==> config.mk <==
export PLATFORM = sky130hd
export DESIGN_NAME = fc_requant
export DESIGN_NICKNAME = d
export VERILOG_FILES = /design/src/verilog/fc_data_pkg.sv /design/src/verilog/fc_requant.sv
export SDC_FILE = /design/constraint.sdc
export NUM_CORES = 1
export LEC_CHECK = 0
export CAP_MARGIN = 40
export CORE_ASPECT_RATIO = 0.5
export CORE_MARGIN = 4
export CORE_UTILIZATION = 59
export DETAILED_ROUTE_END_ITERATION = 10
export DONT_BUFFER_PORTS = 1
export PLACE_DENSITY = 0.75
export SLEW_MARGIN = 20
export SYNTH_ARGS = -nofsm -noshare
export SYNTH_HDL_FRONTEND = slang
export SYNTH_SLANG_ARGS = --single-unit
==> constraint.sdc <==
create_clock -name clk -period 7.3 [get_ports clk]
set_input_delay 1.46 -clock clk [delete_from_list [all_inputs] [get_ports clk]]
set_output_delay 1.46 -clock clk [all_outputs]
set_load 0.05 [all_outputs]
==> src/verilog/fc_data_pkg.sv <==
//////////////////////////////////////////////////////////////////////
// data widths, lane count and requantize constants
// lane and accumulator types, stream word union
//////////////////////////////////////////////////////////////////////

package fc_data_pkg;

  //////////////////////////////////////////////////////////////////////
  // sizes

  localparam int LANES      = 4;              // output neurons, bytes per word
  localparam int BYTE_W     = 8;              // int8 operands
  localparam int WORD_W     = LANES * BYTE_W; // stream word, 32 bits
  localparam int ACC_W      = 28;             // signed accumulator

  //////////////////////////////////////////////////////////////////////
  // fixed point

  localparam int FRAC_SHIFT = 6;    // right shift after rectify
  localparam int OUT_MAX    = 127;  // saturation ceiling

  // multiplier depth, accumulate stage not counted
  localparam int MUL_STAGES = 3;

  typedef logic signed [BYTE_W-1:0] lane_t;
  typedef logic signed [ACC_W-1:0]  acc_t;

  // one stream word, seen raw or as four signed bytes
  // lane 0 sits in the lowest byte
  // feature word  -> four consecutive features
  // weight word   -> weights of one feature for neurons 0..3
  // bias / result -> neurons 0..3
  typedef union packed {
    logic [WORD_W-1:0]      raw;
    lane_t [LANES-1:0]      lanes;
  } stream_word_u;

endpackage

==> src/verilog/fc_requant.sv <==
//////////////////////////////////////////////////////////////////////
// output side of the FC engine
// bias add, ReLU, shift and saturate per lane, pack,
// hold under back-pressure, done pulse
//////////////////////////////////////////////////////////////////////

`timescale 1ns/100ps

module fc_requant
  import fc_data_pkg::*;
(
  input  logic         clk,
  input  logic         rstn,
  input  logic         result_strobe,
  input  acc_t         acc_word [LANES],
  input  stream_word_u bias_word,
  output logic         m_valid,
  output stream_word_u m_data,
  input  logic         m_ready,
  output logic         fc_done
);

  stream_word_u packed_word;

  //////////////////////////////////////////////////////////////////////
  // per lane requantize

  always_comb begin
    acc_t sum;
    acc_t shifted;
    packed_word.raw = '0;
    for (int i = 0; i < LANES; i++) begin
      sum     = acc_word[i] + acc_t'(bias_word.lanes[i]);   // sign extended bias
      shifted = sum >>> FRAC_SHIFT;
      if (sum < 0)
        packed_word.lanes[i] = '0;                  // rectify
      else if (shifted > OUT_MAX)
        packed_word.lanes[i] = lane_t'(OUT_MAX);    // saturate
      else
        packed_word.lanes[i] = shifted[BYTE_W-1:0];
    end
  end

  //////////////////////////////////////////////////////////////////////
  // output handshake

  always_ff @(posedge clk) begin
    if (!rstn) begin
      m_valid <= 1'b0;
      fc_done <= 1'b0;
    end else begin
      fc_done <= m_valid && m_ready;   // one cycle after acceptance
      if (result_strobe)
        m_valid <= 1'b1;
      else if (m_ready)
        m_valid <= 1'b0;
    end
  end

  // word held until taken
  always_ff @(posedge clk) begin
    if (result_strobe)
      m_data <= packed_word;
  end

endmodule

==> results.ini <==
[outcome]
status = completed

[synthesis]
syn-instance-count = 856
yosysTopAreaCell = ha_1
synth_commonest_cells = a21oi_1 (108), ha_1 (104), nand2_1 (78)
ys_warn_count = 0
ys_seq_elements = 34
seq_area_frac_synth_pct = 14.92
synth_cell_types = 90
synthFlopType = edfxtp_1
avgSynthCellArea_um2 = 7.836
synth_top_area_share_pct = 19.40
synth_area_leaders = ha_1 (19%), edfxtp_1 (14%), a21oi_1 (8.1%), nand2_1 (4.4%), nor2_1 (3.7%)
synth_most_common_cell = a21oi_1
async_flop_share_pct = 0
synth_edf_count = 32
synth.cell_area_um2 = 6708

[global_routing]
grt_pass1_wl_mm = 28.65
grt_max_degree = 34
grt_overflow_total = 0
antenna_found_initial = 0
grt_pass1_vias = 6121
track_usage_pct = 25.25

[clock_network]
clkLatencyLatePin_ns = 0.29
cts_tree = yes
cts.sinks = 34
numCtsBuffers = 5
ctsHoldBuffers = 0
post_cts_buffers = 0
cts_root_buf = clkbuf_16
clk_pin_slew_worst_paths_ns = 0.07
cts.htree.levels = 2
cts.path.max_buffers = 2
post_cts_resized = 0

[drt]
via_count = 6641
drt-wirelength-per-cell_um = 17.99
wl_mm = 17.88
drt_pre_antenna_iters = 5
antenna_left = 0
viasPerCell = 6.681
drtIter0Drc = 376
drc_errors = 0

[finish]
fillers = 966
nets = 1100
antenna_cells = 0
area_growth_pct = 4.477
drive_gt1_share_pct = 5.654

[setup_path]
cp.required_ns = 7.30
ff2ff_path_depth = 2
ff2ff_setup_slack_ns = 6.28
crit_path_end = m_data[14]
cp_cell_sequence = ha_1 > a21oi_1 > o21ai_0 > a221oi_2 > o21ai_1 > a311o_1 > nor3_1 > nand4_1 > nor4_4 > a21oi_1
start_kind = input port
slowest_stage = nor4_4
critPathLaunch = acc_word[68]
arrival_ns = 4.12
endpoint_kind = flip-flop
cpMostUsedCell = a21oi_1
path_max_fanout = 7
reg2reg_to = m_valid
critical_path_class = input port to flip-flop
crit-reg2reg-launch = m_valid
max_stage_delay_ns = 0.57

[sta]
setup_viol = 0
rsz0062_at_grt = no
fin_worst_skew_ns = 0.007910
period_needed_ns = 4.118
slew_headroom_pct = 51.14
final_hold_viol_count = 0
period_share_pct = 56.41
slew_viol_final = 0
tightest_slew_ns = 0.7277
timing.setup.tns_ns = 0
max_freq_ghz = 0.2429

[run]
drv_cap = 0

[placed_design]
gp_congestion = 0.9488
dp.final_hpwl_mm = 14.72
portBuffers = 0

[floorplan]
die_h_um = 83.40
num_rows = 27
die_w_um = 158.8
io_pins = 182
start_util_pct = 60.72
design.die.area_um2 = 13240
core_area_um2 = 11050

[power]
power.density_nw_per_um2 = 168.6
peakVddDrop_mv = 0.09986
design_power_total_w = 0.001181
leakagePower_nw = 2.856

[worst_hold_path]
hp-class = flip-flop to flip-flop

power breakdown:
group | internal, W | total [W] | leakage [nW] | switching (W)
registers | 0.000254 | 0.000366 | 0.330 | 0.000112
logic | 0.000216 | 0.000525 | 2.43 | 0.000309
clock network | 0.000197 | 0.000291 | 0.0940 | 0.0000940
total | 0.000667 | 0.00118 | 2.86 | 0.000515
worst min-delay path by stage:
stage	from	to	slack, ns	depth (start not counted)
2_1_floorplan	m_valid	fc_done	0.73	1
3_3_place_gp	m_valid	fc_done	0.74	1
3_5_place_dp	m_valid	fc_done	0.76	1
4_1_cts	m_valid	fc_done	0.76	1
5_1_grt	m_valid	fc_done	0.78	1
6_report	m_valid	fc_done	0.76	1
cell usage in the layout, fill, tap and decap left out, drive strengths merged, types with 5 or more instances in the layout:
cell type / netlist / layout
mux2i: 6 / 6
nand2b: 8 / 8
a21boi: 5 / 5
xor2: 19 / 19
ha: 104 / 104
nand3: 25 / 25
a31oi: 17 / 17
or3: 6 / 6
nor3: 22 / 22
clkbuf: 12 / 5
nand4: 22 / 22
o22ai: 5 / 5
o31ai: 6 / 6
nor4: 9 / 9
a211oi: 16 / 16
and3: 13 / 13
a21o: 26 / 26
xnor2: 23 / 23
o21a: 16 / 16
nand2: 80 / 80
nor2b: 9 / 9
o21bai: 9 / 9
o2111ai: 5 / 5
inv: 28 / 28
and2: 6 / 6
a21oi: 113 / 113
o21ai: 53 / 53
o211ai: 15 / 15
nor2: 66 / 66
nor3b: 7 / 7
edfxtp: 32 / 32
or2: 5 / 5
routing by layer:
metal  wire [µm]  global-route usage [%]  vias up
met3        1328                   5.949       30
met2        8519                   44.79      245
met4         350                   7.165        0
li1            -                       -     3323
met1        7685                   30.76     3043
met5           0                       0        -
cells by family (layout without fill, tap and decap cells):
group | Yosys count | count (layout) | share of synthesized area, %
AO/OA/AOI/OAI | 330 | 330 | 33.89
XOR/XNOR | 42 | 42 | 5.484
adder cells (fa/ha/maj) | 104 | 104 | 19.40
buffers and inverters | 46 | 36 | 2.854
flip-flops | 34 | 34 | 14.92
multiplexers | 8 | 8 | 1.231
other | 1 | 4 | 0.05591
AND/OR/NAND/NOR | 291 | 291 | 22.16
critical path, delay by kind of cell:
family | cells | cell delay, ns
compound gates | 6 | 1.37
fa+ha+maj | 1 | 0.36
simple gates | 3 | 0.92
cell type report:
class | count | area [µm²] | area share [%]
multi-input cells | 779 | 5527 | 78.86
flip-flops and latches | 34 | 1001 | 14.28
well taps | 145 | 181.4 | 2.589
clock buffers | 5 | 125.1 | 1.785
inverters | 28 | 105.1 | 1.500
clock inverters | 3 | 68.82 | 0.9820
sequential cells by signal, indices dropped and copies added, names as in the netlist:
signal   count
m_data      32
m_valid      1
fc_done      1
through the flow:
step / setup slack [ns] / area [µm²] / utilization (%) / hold WS, ns / std cells
after floorplan: 3.325 / 6719 / - / 0.7263 / 859
after global placement: 3.023 / 6814 / 61.68 / 0.7427 / 986
after detailed placement: 2.930 / 6814 / 61.68 / 0.7631 / 986
after CTS: 3.240 / 7008 / 63.44 / 0.7631 / 994
after global routing: 2.940 / 7008 / 63.44 / 0.7782 / 994
final: 3.182 / 7008 / 63.44 / 0.7581 / 994
Power figures use the tool's default switching activity.
