File: config.mk
export PLATFORM = sky130hd
export DESIGN_NAME = fc_sequencer
export DESIGN_NICKNAME = d
export VERILOG_FILES = /design/src/verilog/fc_data_pkg.sv /design/src/verilog/fc_ctrl_pkg.sv /design/src/verilog/fc_mac_pe.sv /design/src/verilog/fc_sequencer.sv
export SDC_FILE = /design/constraint.sdc
export NUM_CORES = 1
export LEC_CHECK = 0
export BUFFER_PORTS_ARGS = -buffer_cell sky130_fd_sc_hd__buf_4
export CAP_MARGIN = 20
export CORE_ASPECT_RATIO = 0.6
export CORE_UTILIZATION = 55
export CTS_CLUSTER_DIAMETER = 100
export DETAILED_ROUTE_END_ITERATION = 8
export PLACE_DENSITY = 0.79
export SLEW_MARGIN = 40
export SYNTH_ARGS = -nofsm -noshare
export SYNTH_HDL_FRONTEND = slang
export SYNTH_SLANG_ARGS = --single-unit
File: constraint.sdc
create_clock -name clk -period 9.39 [get_ports clk]
set_input_delay 0.939 -clock clk [delete_from_list [all_inputs] [get_ports clk]]
set_output_delay 0.939 -clock clk [all_outputs]
set_load 0.01 [all_outputs]
File: src/verilog/fc_data_pkg.sv
//////////////////////////////////////////////////////////////////////
// data widths, lane count and requantize constants
// lane and accumulator types, stream word union
//////////////////////////////////////////////////////////////////////

package fc_data_pkg;

  //////////////////////////////////////////////////////////////////////
  // sizes

  localparam int LANES      = 4;              // output neurons, bytes per word
  localparam int BYTE_W     = 8;              // int8 operands
  localparam int WORD_W     = LANES * BYTE_W; // stream word, 32 bits
  localparam int ACC_W      = 28;             // signed accumulator

  //////////////////////////////////////////////////////////////////////
  // fixed point

  localparam int FRAC_SHIFT = 6;    // right shift after rectify
  localparam int OUT_MAX    = 127;  // saturation ceiling

  // multiplier depth, accumulate stage not counted
  localparam int MUL_STAGES = 3;

  typedef logic signed [BYTE_W-1:0] lane_t;
  typedef logic signed [ACC_W-1:0]  acc_t;

  // one stream word, seen raw or as four signed bytes
  // lane 0 sits in the lowest byte
  // feature word  -> four consecutive features
  // weight word   -> weights of one feature for neurons 0..3
  // bias / result -> neurons 0..3
  typedef union packed {
    logic [WORD_W-1:0]      raw;
    lane_t [LANES-1:0]      lanes;
  } stream_word_u;

endpackage

File: src/verilog/fc_ctrl_pkg.sv
//////////////////////////////////////////////////////////////////////
// load command codes
// sequencer state encoding
//////////////////////////////////////////////////////////////////////

package fc_ctrl_pkg;

  // command sampled with fc_start
  typedef enum logic [1:0] {
    CMD_NONE        = 2'd0,
    CMD_LOAD_FEAT   = 2'd1,  // N/4 words
    CMD_LOAD_BIAS   = 2'd2,  // one word
    CMD_LOAD_WEIGHT = 2'd3   // N words, then the run starts
  } fc_cmd_e;

  // processing control
  typedef enum logic [1:0] {
    SEQ_IDLE   = 2'd0,
    SEQ_ISSUE  = 2'd1,  // one product per cycle
    SEQ_DRAIN  = 2'd2,  // multiplier pipeline empties
    SEQ_RESULT = 2'd3   // accumulators handed over
  } seq_state_e;

endpackage

File: src/verilog/fc_mac_pe.sv
//////////////////////////////////////////////////////////////////////
// signed int8 multiply-accumulate PE
// magnitude / partial product / sign pipeline, then accumulate
//////////////////////////////////////////////////////////////////////

`timescale 1ns/100ps

module fc_mac_pe
  import fc_data_pkg::*;
(
  input  logic  clk,
  input  logic  rstn,
  input  logic  issue,
  input  logic  first,
  input  lane_t a,
  input  lane_t b,
  output acc_t  acc
);

  localparam int PROD_W = 2 * BYTE_W;

  logic [BYTE_W-1:0]        mag_a, mag_b;   // stage 1
  logic                     sign_s1, sign_s2;
  logic [PROD_W-1:0]        pp_sum;
  logic [PROD_W-1:0]        prod_mag;       // stage 2
  logic signed [PROD_W-1:0] prod;           // stage 3
  logic                     v_s1, v_s2, v_s3;
  logic                     f_s1, f_s2, f_s3;

  // shift-and-add over the magnitude bits
  always_comb begin
    pp_sum = '0;
    for (int i = 0; i < BYTE_W; i++)
      if (mag_b[i])
        pp_sum = pp_sum + ({{BYTE_W{1'b0}}, mag_a} << i);
  end

  // valid and first ride along with the data
  always_ff @(posedge clk) begin
    if (!rstn) begin
      v_s1 <= 1'b0;
      v_s2 <= 1'b0;
      v_s3 <= 1'b0;
      f_s1 <= 1'b0;
      f_s2 <= 1'b0;
      f_s3 <= 1'b0;
    end else begin
      v_s1 <= issue;
      f_s1 <= first;
      v_s2 <= v_s1;
      f_s2 <= f_s1;
      v_s3 <= v_s2;
      f_s3 <= f_s2;
    end
  end

  always_ff @(posedge clk) begin
    mag_a    <= a[BYTE_W-1] ? ~a + 1'b1 : a;   // -128 gives 128 unsigned
    mag_b    <= b[BYTE_W-1] ? ~b + 1'b1 : b;
    sign_s1  <= a[BYTE_W-1] ^ b[BYTE_W-1];
    prod_mag <= pp_sum;
    sign_s2  <= sign_s1;
    prod     <= sign_s2 ? -$signed(prod_mag) : $signed(prod_mag);
    if (v_s3)
      acc <= f_s3 ? acc_t'(prod) : acc + acc_t'(prod);   // first loads
  end

endmodule

File: src/verilog/fc_sequencer.sv
//////////////////////////////////////////////////////////////////////
// processing control of the FC engine
// walks feature and weight memories, feeds four MAC PEs,
// drains the pipeline and hands the sums to the output side
//////////////////////////////////////////////////////////////////////

`timescale 1ns/100ps

module fc_sequencer
  import fc_data_pkg::*, fc_ctrl_pkg::*;
#(
  parameter int MAX_FEATURES = 256
) (
  input  logic                                    clk,
  input  logic                                    rstn,
  input  logic                                    run_start,
  input  logic [$clog2(MAX_FEATURES+1)-1:0]       num_features,
  output logic [$clog2(MAX_FEATURES/LANES)-1:0]   feat_addr,
  output logic [$clog2(MAX_FEATURES)-1:0]         weight_addr,
  input  stream_word_u                            feat_word,
  input  stream_word_u                            weight_word,
  output lane_t                                   feature_byte,
  output lane_t                                   weight_byte [LANES],
  output logic                                    issue,
  output logic                                    first,
  output acc_t                                    acc [LANES],
  output acc_t                                    acc_word [LANES],
  output logic                                    result_strobe,
  output logic                                    seq_busy
);

  localparam int CNT_W = $clog2(MAX_FEATURES + 1);
  localparam int WA_W  = $clog2(MAX_FEATURES);
  localparam int DR_W  = $clog2(MUL_STAGES + 1);
  localparam int SEL_W = $clog2(LANES);

  seq_state_e       state;
  logic [WA_W-1:0]  rd_idx;     // feature index on the memory address
  logic [CNT_W-1:0] issue_cnt;
  logic [DR_W-1:0]  drain_cnt;
  logic [SEL_W-1:0] byte_sel;   // follows rd_idx by the read latency

  assign weight_addr = rd_idx;
  assign feat_addr   = rd_idx[WA_W-1:SEL_W];

  assign issue = (state == SEQ_ISSUE);
  assign first = issue && (issue_cnt == '0);

  // feature broadcast, one weight lane per neuron
  assign feature_byte = feat_word.lanes[byte_sel];

  always_comb begin
    for (int i = 0; i < LANES; i++)
      weight_byte[i] = weight_word.lanes[i];
  end

  assign seq_busy = (state != SEQ_IDLE) || result_strobe;

  //////////////////////////////////////////////////////////////////////
  // FSM

  always_ff @(posedge clk) begin
    if (!rstn) begin
      state         <= SEQ_IDLE;
      rd_idx        <= '0;
      issue_cnt     <= '0;
      drain_cnt     <= '0;
      result_strobe <= 1'b0;
    end else begin
      result_strobe <= 1'b0;
      case (state)
        SEQ_IDLE: begin
          if (run_start) begin
            state     <= SEQ_ISSUE;
            rd_idx    <= WA_W'(1);   // word 0 already on its way
            issue_cnt <= '0;
          end
        end
        SEQ_ISSUE: begin
          rd_idx    <= rd_idx + 1'b1;
          issue_cnt <= issue_cnt + 1'b1;
          if (issue_cnt == num_features - 1'b1) begin
            state     <= SEQ_DRAIN;
            rd_idx    <= '0;
            drain_cnt <= '0;
          end
        end
        SEQ_DRAIN: begin
          drain_cnt <= drain_cnt + 1'b1;
          if (drain_cnt == DR_W'(MUL_STAGES))
            state <= SEQ_RESULT;
        end
        SEQ_RESULT: begin
          result_strobe <= 1'b1;
          state         <= SEQ_IDLE;
        end
        default: state <= SEQ_IDLE;
      endcase
    end
  end

  always_ff @(posedge clk) begin
    byte_sel <= rd_idx[SEL_W-1:0];
    if (state == SEQ_RESULT)
      acc_word <= acc;   // final sums, held for the requantizer
  end

  // one PE per output neuron
  for (genvar i = 0; i < LANES; i++) begin : g_pe
    fc_mac_pe u_pe (
      .clk, .rstn, .issue, .first,
      .a   (feature_byte),
      .b   (weight_byte[i]),
      .acc (acc[i])
    );
  end

endmodule

==> results of run 1 <==
## logic make-up (layout without fill, tap and decap cells)
| kind of cell | after synthesis | in the layout | share of synthesized area [%] |
|---|---|---|---|
| AO/OA/AOI/OAI | 933 | 933 | 18.9 |
| XOR/XNOR | 331 | 331 | 9.20 |
| adder cells (fa/ha/maj) | 401 | 401 | 16.7 |
| buffers and inverters | 338 | 687 | 4.49 |
| flip-flops | 430 | 430 | 34.4 |
| multiplexers | 109 | 109 | 4.10 |
| AND/OR/NAND/NOR | 791 | 791 | 12.2 |
## state kept, by name, indices dropped and copies added, names as in the netlist, 8 cells and up
name	flops
g_pe.u_pe.mag_b	32
acc_word	112
g_pe.u_pe.prod_mag	64
weight_addr	8
g_pe.u_pe.acc	112
issue_cnt	9
g_pe.u_pe.mag_a	8
g_pe.u_pe.prod	64
## synthesized netlist by cell type, types with 34 or more instances
cell type and count:
xor2_1 122, dfxtp_1 206, a21o_1 130, o21ai_0 266, buf_4 38, inv_1 209
nor3_1 52, nor2_1 161, a21oi_1 201, nand3_1 34, o31ai_1 38, nand2_1 283
nor2b_1 56, edfxtp_1 224, ha_1 366, clkbuf_1 78, mux2_2 76, xnor2_1 209
nand2b_1 44, o21a_1 85
## cell type report
| class | count | area [µm²] |
|---|---|---|
| repair buffers | 395 | 3030 |
| fillers | 4548 | 19500 |
| flip-flops and latches | 430 | 10900 |
| inverters | 213 | 803 |
| clock buffers | 58 | 1220 |
| multi-input cells | 2565 | 19500 |
| clock inverters | 21 | 250 |
| well taps | 759 | 950 |
## repair_timing
action                                  4_1_cts  5_1_grt
endpoints found under the setup margin        5       17
pin swaps                                     2       14
cloned                                        0        1
buffers inserted                              2       12
gates resized for setup                       6       73
## stage by stage
step	util (%)	setup TNS, ns	hold WS (ns)
after global routing	65.2	-0.167	0.339
after floorplan	-	0	0.310
final	65.2	0	0.327
after global placement	61.8	0	0.311
after detailed placement	61.9	-0.0934	0.312
after CTS	64.5	0	0.327
## routing by layer
metal | vias up | global-route usage, %
li1 | 12700 | -
met1 | 11800 | 35.7
met2 | 613 | 38.1
met3 | 82 | 3.56
met4 | 0 | 4.13
met5 | - | 0
## worst max-delay path, delay by kind of cell (launching register included)
family	cells	cell delay (ns)
flip-flops	1	0.39
adder cells (fa/ha/maj)	8	2.25
buffers and inverters	2	0.23
multiplexers	2	0.55
AO/OA/AOI/OAI	16	2.93
AND/OR/NAND/NOR	12	1.85
XOR/XNOR	5	0.62
## final timing paths
check                                 from                                 to  slack (ns)  cells after the start
max          g_pe[2].u_pe.mag_a[1]$_DFF_P_  g_pe[0].u_pe.prod_mag[14]$_DFF_P_        0.44                     45
min           g_pe[1].u_pe.sign_s1$_DFF_P_       g_pe[1].u_pe.sign_s2$_DFF_P_        0.33                      0
max reg2reg  g_pe[2].u_pe.mag_a[1]$_DFF_P_  g_pe[0].u_pe.prod_mag[14]$_DFF_P_        0.44                     45
min reg2reg   g_pe[1].u_pe.sign_s1$_DFF_P_       g_pe[1].u_pe.sign_s2$_DFF_P_        0.33                      0
==> impl_metrics.ini, run 1 <==
[sta]
hold_violations = 0
fmax_mhz = 112
layout_min_cycle_time_ns = 8.95
grt_setup_unrepaired = true
maxSlewViolCount = 0
worstMarginPinSlew_ns = 0.769
fin_worst_skew_ns = 0.0173
relSlewSlack_pct = 48.7
setup_viol_count_final = 0
worst_slack_ns = 0.435
fin_crit_sh_pct = 95.4

[route]
ant_nets = 0
drt_iter0_markers = 1713
top_layer = met4
wl_per_cell_um = 16.4
first_pass_iters = 6
viasPerCell = 5.65
met1_length_um = 36200
drt-total-wl_um = 72800
drcViolationCount = 0
met3_length_um = 3620
met2_length_um = 32000
via_count = 25100

[logic_synthesis]
ys_seq_elements = 430
synth_fp_nets = 3807
synthFlopType = edfxtp_1
synthTopCellsByArea = edfxtp_1 21%, ha_1 15%, dfxtp_1 13%
synth_largest_area_cell = edfxtp_1
yosysUniqueCellTypes = 81
netlist_area_um2 = 31500
ys_async_sr_fraction_pct = 0
synth-edff-count = 224
synth_seq_area_share_pct = 34.4
ys.warnings.count = 0
synth_top_area_share_pct = 21.4
synth_cells = 3333
syn_avg_cell_area_um2 = 9.45

[clock_tree]
ctsRootBufferMaster = clkbuf_16
hold_buffers = 0
clock-sinks = 430
clock_latency_ns = 0.58
cts_tree = done
cts_buffers = 43
htreeDepth = 2
clkTransAtPathRegs_ns = 0.06
clock_path_buffers = 3

[setup_path]
required_ns = 9.85
cp_slowest_stage_delay_ns = 0.39
startpoint_type = register
slowest_stage = dfxtp_4
cp_max_fo = 13
cp_common_cell = ha_1
end_kind = register
path_class = reg2reg
worstPathArrival_ns = 9.42

[floorplan]
die_height_um = 187
initial_utilization_pct = 56.1
die-width_um = 311
die_area_um2 = 58300
core_area_um2 = 56200
rows = 67
io_pins = 358

[placement]
dpl_worst_slack_ns = -0.0934
place.gp.congestion = 0.869
hpwl_um = 54600
place_area_um2 = 34700
dp.cells = 4347
numPortBuffers = 357

[grt]
grt_use_total_pct = 24.3
grt_max_degree = 80
grt_pass1_wl_um = 120000
grt_pass1_vias = 23500
grt-ovfl-total = 0
antenna_found_initial = 0

[outcome]
status = finished clean

[cells_and_area]
final_nets = 4122
fin_area_um2 = 36600
final_common_cell = buf_4
layout_common_cells = 388 x buf_4, 364 x ha_1, 282 x nand2_1
num_antenna_cells = 0
drive_above_1_share_pct = 17.2
final_cells = 4441
synthToLayoutAreaGrowth_pct = 16.3

[flow_run]
maxCapViolations = 0

[min_path]
hold_class = reg2reg
Power of run 1 is left out: the tool's default activity adds up to more than one toggle a clock period on the data nets, which glitch-free logic cannot reach.
==> run 2, diff against run 1 <==
CORE_ASPECT_RATIO = unset   (was 0.6)
==> run 2 against run 1 <==
Net effect:
- sequential share of layout area is 0.12 points higher
- clock skew is 0.012 ns higher
- via count is 0.70% lower
- maximum frequency is 0.19% higher
- worst setup slack better by 0.017 ns
- routed wire length is 3.0% lower
- largest cell class unchanged
- sequential cell count stayed put
- non-clock buffer count is 7 lower
- design area is 0.39% lower
- critical endpoint is now g_pe[3].u_pe.prod_mag[14]$_DFF_P_
- hold slack worse by 0.0022 ns
- highest routed layer unchanged
- die area hardly changed
==> impl_metrics.ini, run 2 (synthesis results as in run 1) <==
[setup_path]
path_class = reg2reg
cp_slowest_stage_delay_ns = 0.43
r2r-start = g_pe[2].u_pe.mag_a[1]$_DFF_P_
startpoint_type = register
cp_common_cell = ha_1
required_ns = 9.87
critPathLaunch = g_pe[2].u_pe.mag_a[1]$_DFF_P_
cp_max_fo = 9
slowest_stage = fa_1
worstPathArrival_ns = 9.42
end_kind = register

[grt]
grt_use_total_pct = 23.6
met2_usage_pct = 39.9
grt_pass1_wl_um = 113000
grt_max_degree = 93
antenna_found_initial = 0
busiest_layer = met2
use_met1_pct = 31.1
grt_pass1_vias = 23400
grt-ovfl-total = 0
met3_usage_pct = 3.61

[placement]
place.gp.congestion = 0.874
numPortBuffers = 357
hpwl_um = 53600
dpl_worst_slack_ns = 0.148

[sta]
fin_worst_skew_ns = 0.0293
worstMarginPinSlew_ns = 0.773
grt_setup_unrepaired = true
worst_slack_ns = 0.453
holdWs_ns = 0.325
fmax_mhz = 112
maxSlewViolCount = 0
fin_crit_sh_pct = 95.2
setup_viol_count_final = 0
layout_min_cycle_time_ns = 8.94
hold_violations = 0
relSlewSlack_pct = 48.4

[clock_tree]
ctsRootBufferMaster = clkbuf_16
cts_buffers = 46
hold_buffers = 0
clkTransAtPathRegs_ns = 0.06
clock_latency_ns = 0.61
htreeDepth = 2
clock_path_buffers = 3
clock-sinks = 430
cts_tree = done

[cells_and_area]
layout_common_cells = 380 x buf_4, 365 x ha_1, 283 x nand2_1
final_common_cell = buf_4
synthToLayoutAreaGrowth_pct = 15.8
drive_above_1_share_pct = 16.4
top_regs = acc_word: 112 flops, g_pe.u_pe.acc: 112 flops
num_antenna_cells = 0
final_nets = 4118

[route]
first_pass_iters = 5
wl_per_cell_um = 15.9
drt_iter0_markers = 1289
via_count = 24900
ant_nets = 0
drt-total-wl_um = 70600
drcViolationCount = 0
viasPerCell = 5.62

[min_path]
hold_class = reg2reg
min_from = g_pe[3].u_pe.sign_s1$_DFF_P_

[floorplan]
rows = 87
io_pins = 358
die_area_um2 = 58200
die-width_um = 241
initial_utilization_pct = 55.8
core_area_um2 = 56500
die_height_um = 241

[outcome]
status = finished clean

[flow_run]
maxCapViolations = 0
## run 2: repair_timing
item                       in CTS  in global routing
setup buffers                   0                  6
setup endpoints to repair       0                 17
resized for setup               0                 42
hold endpoints to repair        0                  0
## run 2: metrics by stage
| stage | cell area [µm²] | util (%) | std cells | setup TNS (ns) |
|---|---|---|---|---|
| floorplan | 31500 | - | 3333 | 0 |
| global placement | 34700 | 61.5 | 4345 | 0 |
| detailed placement | 34700 | 61.5 | 4345 | 0 |
| CTS | 36300 | 64.2 | 4428 | 0 |
| global route | 36500 | 64.6 | 4435 | -0.128 |
| finish | 36500 | 64.6 | 4435 | 0 |
## run 2: metal layers
layer  vias to the layer above  share of wire (%)  wire length [µm]
li1                      12600                  -                 -
met1                     11700                 46             32300
met2                       542                 47             33100
met3                       110                5.0              3560
met4                         0                2.3              1620
met5                         -                  0                 0
## run 2: critical path, delay by kind of cell, from the launching register on
family / cells / cell delay (ns)
DFF: 1 / 0.42
muxes: 2 / 0.53
buffers and inverters: 2 / 0.11
xor gates and xnor gates: 3 / 0.36
AOI/OAI and AO/OA: 20 / 3.43
and+or+nand+nor: 9 / 1.43
adders and majority gates: 8 / 2.53
## run 2: layout make-up
class	count	area (µm²)
fillers	4565	20000
multi-input cells	2565	19400
flip-flops and latches	430	10900
repair buffers	388	2970
clock buffers	65	1370
well taps	756	946
inverters	213	803
clock inverters	18	166
## run 2: path summary, 6_finish.rpt
| path | end | slack (ns) | depth (start not counted) |
|---|---|---|---|
| worst max-delay path | g_pe[3].u_pe.prod_mag[14]$_DFF_P_ | 0.45 | 44 |
| worst min-delay path | g_pe[3].u_pe.sign_s2$_DFF_P_ | 0.32 | 0 |
| worst max register to register | g_pe[3].u_pe.prod_mag[14]$_DFF_P_ | 0.45 | 44 |
| worst min register to register | g_pe[3].u_pe.sign_s2$_DFF_P_ | 0.32 | 0 |
Power of run 2 is left out for the same reason.
